--- config.mk ---
export PLATFORM = sky130hd
export DESIGN_NAME = clic_subsys
export DESIGN_NICKNAME = d
export VERILOG_FILES = /design/src/clic_pkg.sv /design/src/clic_irq_if.sv /design/src/clic_core_ctrl.sv /design/src/clic_csr_regs.sv /design/src/clic_source_arbiter.sv /design/src/clic_subsys.sv
export VERILOG_INCLUDE_DIRS = /design/src
export SDC_FILE = /design/constraint.sdc
export NUM_CORES = 1
export LEC_CHECK = 0
export ABC_AREA = 0
export CORE_ASPECT_RATIO = 1.4
export CORE_MARGIN = 1
export CORE_UTILIZATION = 55
export CTS_CLUSTER_DIAMETER = 50
export CTS_CLUSTER_SIZE = 10
export DETAILED_ROUTE_END_ITERATION = 12
export DONT_BUFFER_PORTS = 1
export PLACE_DENSITY_LB_ADDON = 0.08
export REMOVE_ABC_BUFFERS = 1
export SLEW_MARGIN = 20
export SYNTH_ARGS = -nofsm -noshare
export SYNTH_HDL_FRONTEND = slang
export SYNTH_SLANG_ARGS = --single-unit
--- constraint.sdc ---
create_clock -name clk_i -period 9.5 [get_ports clk_i]
set_input_delay 0.95 -clock clk_i [delete_from_list [all_inputs] [get_ports clk_i]]
set_output_delay 0.95 -clock clk_i [all_outputs]
set_load 0.02 [all_outputs]
--- src/clic_consts.svh ---
// ----------------------------
// Sizing constants for the CLIC-style interrupt subsystem
// Include where a width or count is needed
// ----------------------------

`ifndef CLIC_CONSTS_SVH
`define CLIC_CONSTS_SVH

// Number of interrupt sources, power of two for the arbiter tree
`define CLIC_NUM_SRC 16

// Source id width, log2 of the source count
`define CLIC_ID_W 4

`define CLIC_LEVEL_W 8  // Interrupt level width
`define CLIC_XLEN 32    // Register width of the hart

`endif

--- src/clic_pkg.sv ---
// ----------------------------
// Shared types for the CLIC-style interrupt subsystem
// Privilege, CSR select and the interrupt status word
// ----------------------------

`include "clic_consts.svh"

package clic_pkg;

  // Privilege levels, encoding as in the RISC-V spec
  typedef enum logic [1:0] {
    PRIV_U = 2'd0,
    PRIV_S = 2'd1,
    PRIV_M = 2'd3
  } priv_lvl_e;

  // Which CSR a write strobe targets
  typedef enum logic [1:0] {
    CSR_MINTTHRESH = 2'd0,
    CSR_SINTTHRESH = 2'd1,
    CSR_MINTSTATUS = 2'd2,
    CSR_SIE        = 2'd3
  } csr_sel_e;

  // Interrupt status word, MSB first
  typedef struct packed {
    logic [`CLIC_LEVEL_W-1:0] mil;   // M-mode active level
    logic [`CLIC_LEVEL_W-1:0] zero;  // Reserved, reads 0
    logic [`CLIC_LEVEL_W-1:0] sil;   // S-mode active level
    logic [`CLIC_LEVEL_W-1:0] uil;   // U-mode active level
  } intstatus_fields_t;

  // Raw view for CSR access, field view for the level logic
  typedef union packed {
    logic [`CLIC_XLEN-1:0] raw;
    intstatus_fields_t     fields;
  } intstatus_u;

endpackage

--- src/clic_irq_if.sv ---
// ----------------------------
// Handshake between source arbiter and core controller
// Arbiter offers one source, core takes it or grants a kill
// ----------------------------

`include "clic_consts.svh"

interface clic_irq_if;

  // Offer, stable while valid is up
  logic                     valid;
  logic [`CLIC_ID_W-1:0]    id;
  logic [`CLIC_LEVEL_W-1:0] level;
  clic_pkg::priv_lvl_e      priv;

  // Preemption request, held until kill_ack
  logic kill_req;

  // Core side responses
  logic ready;     // One-cycle pulse, offer taken
  logic kill_ack;  // Offer withdrawn

  modport arb (
    output valid, id, level, priv, kill_req,
    input  ready, kill_ack
  );

  modport core (
    input  valid, id, level, priv, kill_req,
    output ready, kill_ack
  );

endinterface

--- src/clic_core_ctrl.sv ---
// ----------------------------
// Core side of the CLIC: threshold check, cause packing and
// in-flight tracking to grant or hold off kill requests
// ----------------------------

`include "clic_consts.svh"

module clic_core_ctrl (
  input  logic                     clk_i,
  input  logic                     rst_ni,
  input  clic_pkg::priv_lvl_e      priv_lvl_i,    // Current hart privilege
  input  logic [`CLIC_LEVEL_W-1:0] mintthresh_i,
  input  logic [`CLIC_LEVEL_W-1:0] sintthresh_i,
  input  clic_pkg::intstatus_u     mintstatus_i,
  input  logic                     sie_i,         // S-mode global enable
  input  logic                     irq_ack_i,     // Pipeline took the irq
  clic_irq_if.core                 irq,
  output logic                     irq_req_o,
  output logic [`CLIC_XLEN-1:0]    irq_cause_o
);

  logic [`CLIC_LEVEL_W-1:0] eff_mthresh;
  logic [`CLIC_LEVEL_W-1:0] eff_sthresh;
  logic                     inflight_q, inflight_d;

  // ----------------------------
  // Trigger
  // ----------------------------
  // Active level counts as a threshold too
  assign eff_mthresh = (mintthresh_i > mintstatus_i.fields.mil) ? mintthresh_i
                                                                : mintstatus_i.fields.mil;
  assign eff_sthresh = (sintthresh_i > mintstatus_i.fields.sil) ? sintthresh_i
                                                                : mintstatus_i.fields.sil;

  always_comb begin
    irq_req_o = 1'b0;
    case (priv_lvl_i)
      clic_pkg::PRIV_M: begin
        // Only M sources above threshold
        if (irq.priv == clic_pkg::PRIV_M) begin
          irq_req_o = irq.valid && (irq.level > eff_mthresh);
        end
      end
      clic_pkg::PRIV_S: begin
        if (irq.priv == clic_pkg::PRIV_M) begin
          irq_req_o = irq.valid;  // Higher privilege always preempts
        end else if (irq.priv == clic_pkg::PRIV_S) begin
          irq_req_o = irq.valid && sie_i && (irq.level > eff_sthresh);
        end
      end
      clic_pkg::PRIV_U: irq_req_o = irq.valid;  // Everything fires
      default: irq_req_o = 1'b0;
    endcase
  end

  // ----------------------------
  // Cause packing
  // ----------------------------
  assign irq_cause_o = {
    1'b1,                                               // Interrupt flag
    {(`CLIC_XLEN - 1 - `CLIC_LEVEL_W - 16){1'b0}},
    irq.level,                                          // Bits 23..16
    {(16 - `CLIC_ID_W){1'b0}},
    irq.id                                              // Source id
  };

  // ----------------------------
  // Kill control
  // ----------------------------
  assign irq.ready = irq_ack_i;

  // No kill while the pipeline may still take the current offer
  assign irq.kill_ack = irq.kill_req & ~inflight_q & ~irq_req_o;

  // Set on an unacked request, clear on ack or kill
  assign inflight_d = inflight_q ? ~(irq_ack_i | irq.kill_ack)
                                 : (irq_req_o & ~irq_ack_i);

  always_ff @(posedge clk_i or negedge rst_ni) begin
    if (!rst_ni) begin
      inflight_q <= 1'b0;
    end else begin
      inflight_q <= inflight_d;
    end
  end

endmodule

--- src/clic_csr_regs.sv ---
// ----------------------------
// Interrupt CSRs: thresholds, status, S-mode enable and mcause
// Written by single-cycle strobe, updated when an irq is taken
// ----------------------------

`include "clic_consts.svh"

module clic_csr_regs (
  input  logic                     clk_i,
  input  logic                     rst_ni,
  input  logic                     csr_we_i,
  input  clic_pkg::csr_sel_e       csr_sel_i,
  input  logic [`CLIC_XLEN-1:0]    csr_wdata_i,
  input  logic                     take_i,        // Request accepted this cycle
  input  logic [`CLIC_XLEN-1:0]    take_cause_i,
  input  clic_pkg::priv_lvl_e      take_priv_i,
  input  logic [`CLIC_LEVEL_W-1:0] take_level_i,
  output logic [`CLIC_LEVEL_W-1:0] mintthresh_o,
  output logic [`CLIC_LEVEL_W-1:0] sintthresh_o,
  output clic_pkg::intstatus_u     mintstatus_o,
  output logic                     sie_o,
  output logic [`CLIC_XLEN-1:0]    mcause_o
);

  logic [`CLIC_LEVEL_W-1:0] mthresh_q, mthresh_d;
  logic [`CLIC_LEVEL_W-1:0] sthresh_q, sthresh_d;
  clic_pkg::intstatus_u     status_q, status_d;
  logic                     sie_q, sie_d;
  logic [`CLIC_XLEN-1:0]    mcause_q, mcause_d;

  // Next state, irq capture before software writes
  always_comb begin
    mthresh_d = mthresh_q;
    sthresh_d = sthresh_q;
    status_d  = status_q;
    sie_d     = sie_q;
    mcause_d  = mcause_q;
    if (take_i) begin
      mcause_d = take_cause_i;
      if (take_priv_i == clic_pkg::PRIV_M) begin
        status_d.fields.mil = take_level_i;
      end else if (take_priv_i == clic_pkg::PRIV_S) begin
        status_d.fields.sil = take_level_i;
      end
    end else if (csr_we_i) begin
      case (csr_sel_i)
        clic_pkg::CSR_MINTTHRESH: mthresh_d = csr_wdata_i[`CLIC_LEVEL_W-1:0];
        clic_pkg::CSR_SINTTHRESH: sthresh_d = csr_wdata_i[`CLIC_LEVEL_W-1:0];
        clic_pkg::CSR_MINTSTATUS: begin
          status_d.raw         = csr_wdata_i;
          status_d.fields.zero = '0;  // Reserved byte stays clear
        end
        clic_pkg::CSR_SIE: sie_d = csr_wdata_i[0];
        default: ;
      endcase
    end
  end

  always_ff @(posedge clk_i or negedge rst_ni) begin
    if (!rst_ni) begin
      mthresh_q <= '0;
      sthresh_q <= '0;
      status_q  <= '0;
      sie_q     <= 1'b0;
      mcause_q  <= '0;
    end else begin
      mthresh_q <= mthresh_d;
      sthresh_q <= sthresh_d;
      status_q  <= status_d;
      sie_q     <= sie_d;
      mcause_q  <= mcause_d;
    end
  end

  assign mintthresh_o = mthresh_q;
  assign sintthresh_o = sthresh_q;
  assign mintstatus_o = status_q;
  assign sie_o        = sie_q;
  assign mcause_o     = mcause_q;

endmodule

--- src/clic_source_arbiter.sv ---
// ----------------------------
// Source side of the CLIC with edge-latched pending bits, per-source config,
// max-level selection and preemption kill requests
// ----------------------------

`include "clic_consts.svh"

module clic_source_arbiter (
  input  logic                     clk_i,
  input  logic                     rst_ni,
  input  logic [`CLIC_NUM_SRC-1:0] src_i,        // Edge strobes
  input  logic                     cfg_we_i,
  input  logic [`CLIC_ID_W-1:0]    cfg_id_i,
  input  logic                     cfg_ie_i,
  input  logic [`CLIC_LEVEL_W-1:0] cfg_level_i,
  input  clic_pkg::priv_lvl_e      cfg_priv_i,
  clic_irq_if.arb                  irq
);

  localparam int unsigned num_nodes = 2 * `CLIC_NUM_SRC - 1;

  // Per-source state
  logic [`CLIC_NUM_SRC-1:0] pending_q, pending_d;
  logic [`CLIC_NUM_SRC-1:0] ie_q;
  logic [`CLIC_LEVEL_W-1:0] level_q [`CLIC_NUM_SRC];
  clic_pkg::priv_lvl_e      priv_q  [`CLIC_NUM_SRC];
  logic [`CLIC_NUM_SRC-1:0] eligible;

  // Selection tree nodes with leaves at num_nodes-CLIC_NUM_SRC and up
  logic                     node_valid [num_nodes];
  logic [`CLIC_ID_W-1:0]    node_id    [num_nodes];
  logic [`CLIC_LEVEL_W-1:0] node_level [num_nodes];
  clic_pkg::priv_lvl_e      node_priv  [num_nodes];

  // Offer register
  logic                     valid_q, valid_d;
  logic                     kill_q, kill_d;
  logic [`CLIC_ID_W-1:0]    sel_id_q;
  logic [`CLIC_LEVEL_W-1:0] sel_level_q;
  clic_pkg::priv_lvl_e      sel_priv_q;
  logic                     taken;

  // ----------------------------
  // Pending and configuration
  // ----------------------------
  assign taken = valid_q & irq.ready;

  always_comb begin
    pending_d = pending_q;
    if (taken) pending_d[sel_id_q] = 1'b0;  // Offer consumed
    pending_d = pending_d | src_i;           // New strobe wins over clear
  end

  always_ff @(posedge clk_i or negedge rst_ni) begin
    if (!rst_ni) begin
      pending_q <= '0;
      ie_q      <= '0;
    end else begin
      pending_q <= pending_d;
      if (cfg_we_i) ie_q[cfg_id_i] <= cfg_ie_i;
    end
  end

  // Per-source level and privilege from the config strobe
  always_ff @(posedge clk_i) begin
    if (cfg_we_i) begin
      level_q[cfg_id_i] <= cfg_level_i;
      priv_q[cfg_id_i]  <= cfg_priv_i;
    end
  end

  assign eligible = pending_q & ie_q;

  // ----------------------------
  // Max-level selection tree
  // ----------------------------
  always_comb begin
    logic pick_hi;
    // Leaves masked so idle sources carry no level
    for (int i = 0; i < `CLIC_NUM_SRC; i++) begin
      node_valid[`CLIC_NUM_SRC-1+i] = eligible[i] && (level_q[i] != '0);
      node_id[`CLIC_NUM_SRC-1+i]    = i[`CLIC_ID_W-1:0];
      node_level[`CLIC_NUM_SRC-1+i] = node_valid[`CLIC_NUM_SRC-1+i] ? level_q[i] : '0;
      node_priv[`CLIC_NUM_SRC-1+i]  = node_valid[`CLIC_NUM_SRC-1+i] ? priv_q[i]
                                                                    : clic_pkg::PRIV_M;
    end
    // Inner nodes bottom up with the right child holding higher ids
    for (int k = `CLIC_NUM_SRC - 2; k >= 0; k--) begin
      pick_hi = node_valid[2*k+2] &&
                (!node_valid[2*k+1] || node_level[2*k+2] >= node_level[2*k+1]);
      node_valid[k] = node_valid[2*k+1] | node_valid[2*k+2];
      node_id[k]    = pick_hi ? node_id[2*k+2]    : node_id[2*k+1];
      node_level[k] = pick_hi ? node_level[2*k+2] : node_level[2*k+1];
      node_priv[k]  = pick_hi ? node_priv[2*k+2]  : node_priv[2*k+1];
    end
  end

  // ----------------------------
  // Offer and kill control
  // ----------------------------
  always_comb begin
    valid_d = valid_q;
    kill_d  = kill_q;
    if (!valid_q) begin
      valid_d = node_valid[0];  // Load best candidate
      kill_d  = 1'b0;
    end else if (irq.ready || irq.kill_ack) begin
      valid_d = 1'b0;           // Reselect next cycle
      kill_d  = 1'b0;
    end else if (node_valid[0] && node_level[0] > sel_level_q) begin
      kill_d  = 1'b1;           // Strictly higher source waiting
    end
  end

  always_ff @(posedge clk_i or negedge rst_ni) begin
    if (!rst_ni) begin
      valid_q <= 1'b0;
      kill_q  <= 1'b0;
    end else begin
      valid_q <= valid_d;
      kill_q  <= kill_d;
    end
  end

  // Payload only loads while nothing is offered
  always_ff @(posedge clk_i) begin
    if (!valid_q) begin
      sel_id_q    <= node_id[0];
      sel_level_q <= node_level[0];
      sel_priv_q  <= node_priv[0];
    end
  end

  assign irq.valid    = valid_q;
  assign irq.id       = sel_id_q;
  assign irq.level    = sel_level_q;
  assign irq.priv     = sel_priv_q;
  assign irq.kill_req = kill_q;

endmodule

--- src/clic_subsys.sv ---
// ----------------------------
// Top level of the interrupt subsystem
// Arbiter feeds the core controller, CSRs capture taken irqs
// ----------------------------

`include "clic_consts.svh"

module clic_subsys (
  input  logic                     clk_i,
  input  logic                     rst_ni,
  // Interrupt sources
  input  logic [`CLIC_NUM_SRC-1:0] src_i,
  // Source configuration strobe
  input  logic                     cfg_we_i,
  input  logic [`CLIC_ID_W-1:0]    cfg_id_i,
  input  logic                     cfg_ie_i,
  input  logic [`CLIC_LEVEL_W-1:0] cfg_level_i,
  input  clic_pkg::priv_lvl_e      cfg_priv_i,
  // CSR write strobe
  input  logic                     csr_we_i,
  input  clic_pkg::csr_sel_e       csr_sel_i,
  input  logic [`CLIC_XLEN-1:0]    csr_wdata_i,
  // Hart side
  input  clic_pkg::priv_lvl_e      priv_lvl_i,
  input  logic                     irq_ack_i,
  output logic                     irq_req_o,
  output logic [`CLIC_XLEN-1:0]    irq_cause_o,
  output logic [`CLIC_XLEN-1:0]    mcause_o,
  output logic [`CLIC_XLEN-1:0]    mintstatus_o
);

  clic_irq_if irq_bus ();

  logic [`CLIC_LEVEL_W-1:0] mintthresh;
  logic [`CLIC_LEVEL_W-1:0] sintthresh;
  clic_pkg::intstatus_u     mintstatus;
  logic                     sie;
  logic                     take;

  assign take         = irq_req_o & irq_ack_i;  // Pipeline accepted the irq
  assign mintstatus_o = mintstatus.raw;

  clic_source_arbiter i_arb (
    .clk_i       (clk_i),
    .rst_ni      (rst_ni),
    .src_i       (src_i),
    .cfg_we_i    (cfg_we_i),
    .cfg_id_i    (cfg_id_i),
    .cfg_ie_i    (cfg_ie_i),
    .cfg_level_i (cfg_level_i),
    .cfg_priv_i  (cfg_priv_i),
    .irq         (irq_bus)
  );

  clic_core_ctrl i_core (
    .clk_i        (clk_i),
    .rst_ni       (rst_ni),
    .priv_lvl_i   (priv_lvl_i),
    .mintthresh_i (mintthresh),
    .sintthresh_i (sintthresh),
    .mintstatus_i (mintstatus),
    .sie_i        (sie),
    .irq_ack_i    (irq_ack_i),
    .irq          (irq_bus),
    .irq_req_o    (irq_req_o),
    .irq_cause_o  (irq_cause_o)
  );

  clic_csr_regs i_csr (
    .clk_i        (clk_i),
    .rst_ni       (rst_ni),
    .csr_we_i     (csr_we_i),
    .csr_sel_i    (csr_sel_i),
    .csr_wdata_i  (csr_wdata_i),
    .take_i       (take),
    .take_cause_i (irq_cause_o),
    .take_priv_i  (irq_bus.priv),
    .take_level_i (irq_bus.level),
    .mintthresh_o (mintthresh),
    .sintthresh_o (sintthresh),
    .mintstatus_o (mintstatus),
    .sie_o        (sie),
    .mcause_o     (mcause_o)
  );

endmodule

==> run summary <==
Status: completed
Clock root buffer: clkbuf_16
All-layer global routing usage: 28.3%
Non-filler cells, final: 2,000
Yosys warnings: 0
Gpl congestion: 0.911
Ranking of synthesized cells by area: edfxtp_1 (32%), dfrtp_1 (14%), ha_1 (11%), mux2_2 (4.1%), nand2_1 (3.5%)
WP data required: 9.91 ns
Die Y: 205 um
Initial Utilization: 56.5%
Post-synthesis async set-or-reset flop share: 33.8%
Most common cell after layout, fill and taps aside: edfxtp_1
Synth top area share: 32.4%
Leak: 0.00770 uW
Setup TNS: 0 ns
CORE AREA: 28,600 um2
Grt total ovfl: 0
Comb pwr share: 54.9%
Peak supply drop: 235 uV
Via density: 6.00
Tot Pwr: 6540 uW
Max Cap Viol: 0
Fin. max-slew vios: 0
Vias in the first global route: 12,034
Peak fanout along the critical path: 6
CTS Buf Count: 34
Critical R2R Capture: i_arb.irq.kill_req
Delay-heaviest family, CP: compound AO/OA/AOI/OAI gates
Full die area: 30,100 um2
Post-synthesis register bit count: 263
Pin count of the biggest net entering global routing: 90
IO Count: 169
CTS clk-pin slew, worst paths: 0.06 ns
Sequential-to-total area share from yosys stat: 46.2%
Setup Viol. Count Final: 0
Dpl cells: 1,914
H-tree depth: 2
DR vias: 11,990
Fin crit period: 9.06 ns
Switching Fraction: 41.8%
Crit end category: register
Slew @ Worst Pin: 1.08 ns
First-pass GRT wire length: 64,900 um
Post-Route Skew: 0.0277 ns
Switching pwr: 2730 uW
WP data arrival: 9.47 ns
CP startpoint: i_arb.pending_q[6]
DP HPWL: 31,300 um
DRC: 0
Reg2Reg Depth: 51
CTS max path bufs: 3
Drt first-iter violations: 634
Pint: 3810 uW
Hold/Removal Path Class: in -> async
Later-pin clock latency in the skew report: 0.53 ns
Post-Synthesis Cells: 1,535
CTS sink cnt: 263
F_max: 110 MHz
Dominant synthesized flop cell: edfxtp_1
Nets@finish: 1,819
Hold Fails Final Rpt: 0
CP peak stage delay: 0.42 ns
CP most frequent cell: a21o_1
Final WL: 42,300 um
Pwr Density: 361 nW/um2
Final worst path period share: 95.4%
Mapped cell area: 16,100 um2
Mean Syn Cell Area: 10.5 um2
Initial antenna violation count: 3
Commonest non-fill, non-tap cells in the layout: edfxtp_1 (174), ha_1 (147), nand2_1 (146)
Number of flops mapped to enable cells by yosys: 174
Share of layout cells above drive strength 1: 15.7%
Drt first pass iters: 6
Clock group share of total power: 17.8%
Worst r2r src: i_arb.pending_q[6]
Netlist cell types: 75
Area growth syn-to-layout: 12.2%
R2R setup slack: 0.44 ns
Max transition margin: 27.9%
Average wire per standard cell: 21.2 um
Critical path launch point type: register
IO Port Bufs: 0
Rows: 73
Hold_buf cts: 0
CTS tree: built
Crit path buffers/inverters: 1
Biggest area consumer among synthesized cells: edfxtp_1
Critical path class: reg -> reg
Worst path slowest cell: dfrtp_1
DRT antenna net count: 0
Flop pwr share: 27.3%
Die width: 147 um
-- worst max path at each step --
| stage | to | cells after the start |
|---|---|---|
| 4_1_cts | i_arb.irq.kill_req | 49 |
| 3_3_place_gp | i_arb.irq.kill_req | 49 |
| 6_report | i_arb.irq.kill_req | 51 |
| 3_5_place_dp | i_arb.irq.kill_req | 49 |
| 5_1_grt | i_arb.irq.kill_req | 50 |
| 2_1_floorplan | i_arb.irq.kill_req | 49 |
-- state kept, by name, indices dropped and copies added (netlist names), 13 cells and up --
signal and flops:
i_arb.pending_q 16, i_arb.level_q 128, i_csr.mintstatus_o 24, i_arb.ie_q 16, i_arb.priv_q 32, i_csr.mcause_o 13
-- metrics by stage --
stage          worst slack, ns  area, um2  util, %  hold slack, ns
2_1_floorplan            0.100      15800        -           0.453
3_3_place_gp             0.136      16600     58.1           0.464
3_5_place_dp            0.0163      16600     58.1           0.474
4_1_cts                0.00842      17600     61.7          0.0975
5_1_grt                 -0.176      18100     63.4           0.105
6_report                 0.437      18100     63.4           0.121
-- synthesized netlist by cell type, types with 12 or more instances --
| master | instances |
|---|---|
| edfxtp_1 | 174 |
| nand2_1 | 150 |
| ha_1 | 147 |
| nor2_1 | 106 |
| dfrtp_1 | 89 |
| inv_1 | 89 |
| o21ai_0 | 73 |
| a21oi_1 | 68 |
| mux2_2 | 59 |
| mux2i_1 | 54 |
| buf_4 | 48 |
| and3_1 | 39 |
| nand2b_1 | 39 |
| a21o_1 | 37 |
| clkbuf_1 | 35 |
| nand3_1 | 29 |
| nor4_1 | 27 |
| and2_1 | 26 |
| nor2b_1 | 21 |
| o21a_1 | 18 |
| a22oi_1 | 16 |
| a31oi_1 | 14 |
| nand3b_1 | 12 |
-- layout make-up --
class / count / area [um2]
sequential: 263 / 7450
inverter: 89 / 334
antenna: 1 / 2.50
clock buffer: 51 / 935
timing repair buffer: 74 / 567
multi-input combinational: 1138 / 8280
tap: 375 / 469
clock inverter: 9 / 67.6
fill: 2359 / 10500
-- kinds of logic (layout without fill, tap and decap cells) --
kind of cell / Yosys count / after routing / share of synthesized area [%]
fa+ha+maj: 152 / 152 / 11.7
simple gates: 497 / 498 / 15.3
other cells: 2 / 48 / 0.0465
mux: 115 / 115 / 7.65
buf+inv: 180 / 223 / 5.40
compound gates: 326 / 326 / 13.7
flops: 263 / 263 / 46.2
-- per-layer routing --
metal  up-vias  wire [um]  GRT usage (%)
li1       5675          -              -
met1      5861      16900           33.4
met2       363      21600           51.6
met3        91       2190           4.14
met4         0       1630           11.0
met5         -          0              0
-- worst reg2reg max path: cells and delay by family, from the launching register on --
kind                       cells  cell delay [ns]
buffers and inverters          1             0.06
AOI/OAI and AO/OA             25             4.40
and+or+nand+nor               19             2.41
muxes                          1             0.27
DFF                            1             0.42
adders and majority gates      5             1.40
-- power by group through the flow --
stage | logic (uW) | registers [uW] | clock network, uW
after detailed placement | 3320 | 1800 | 0
after global routing | 3990 | 1810 | 1220
after CTS | 3340 | 1780 | 1180
after global placement | 3230 | 1800 | 0
after floorplan | 2390 | 1720 | 0
final | 3590 | 1780 | 1160
-- timing repair --
| item | 4_1_cts | 5_1_grt |
|---|---|---|
| gates cloned | 0 | 1 |
| buffers inserted | 0 | 24 |
| setup endpoints to repair | 1 | 1 |
| gates resized for setup | 4 | 72 |
| pin swaps | 0 | 20 |
No activity file was read; power rests on OpenSTA's default activity.
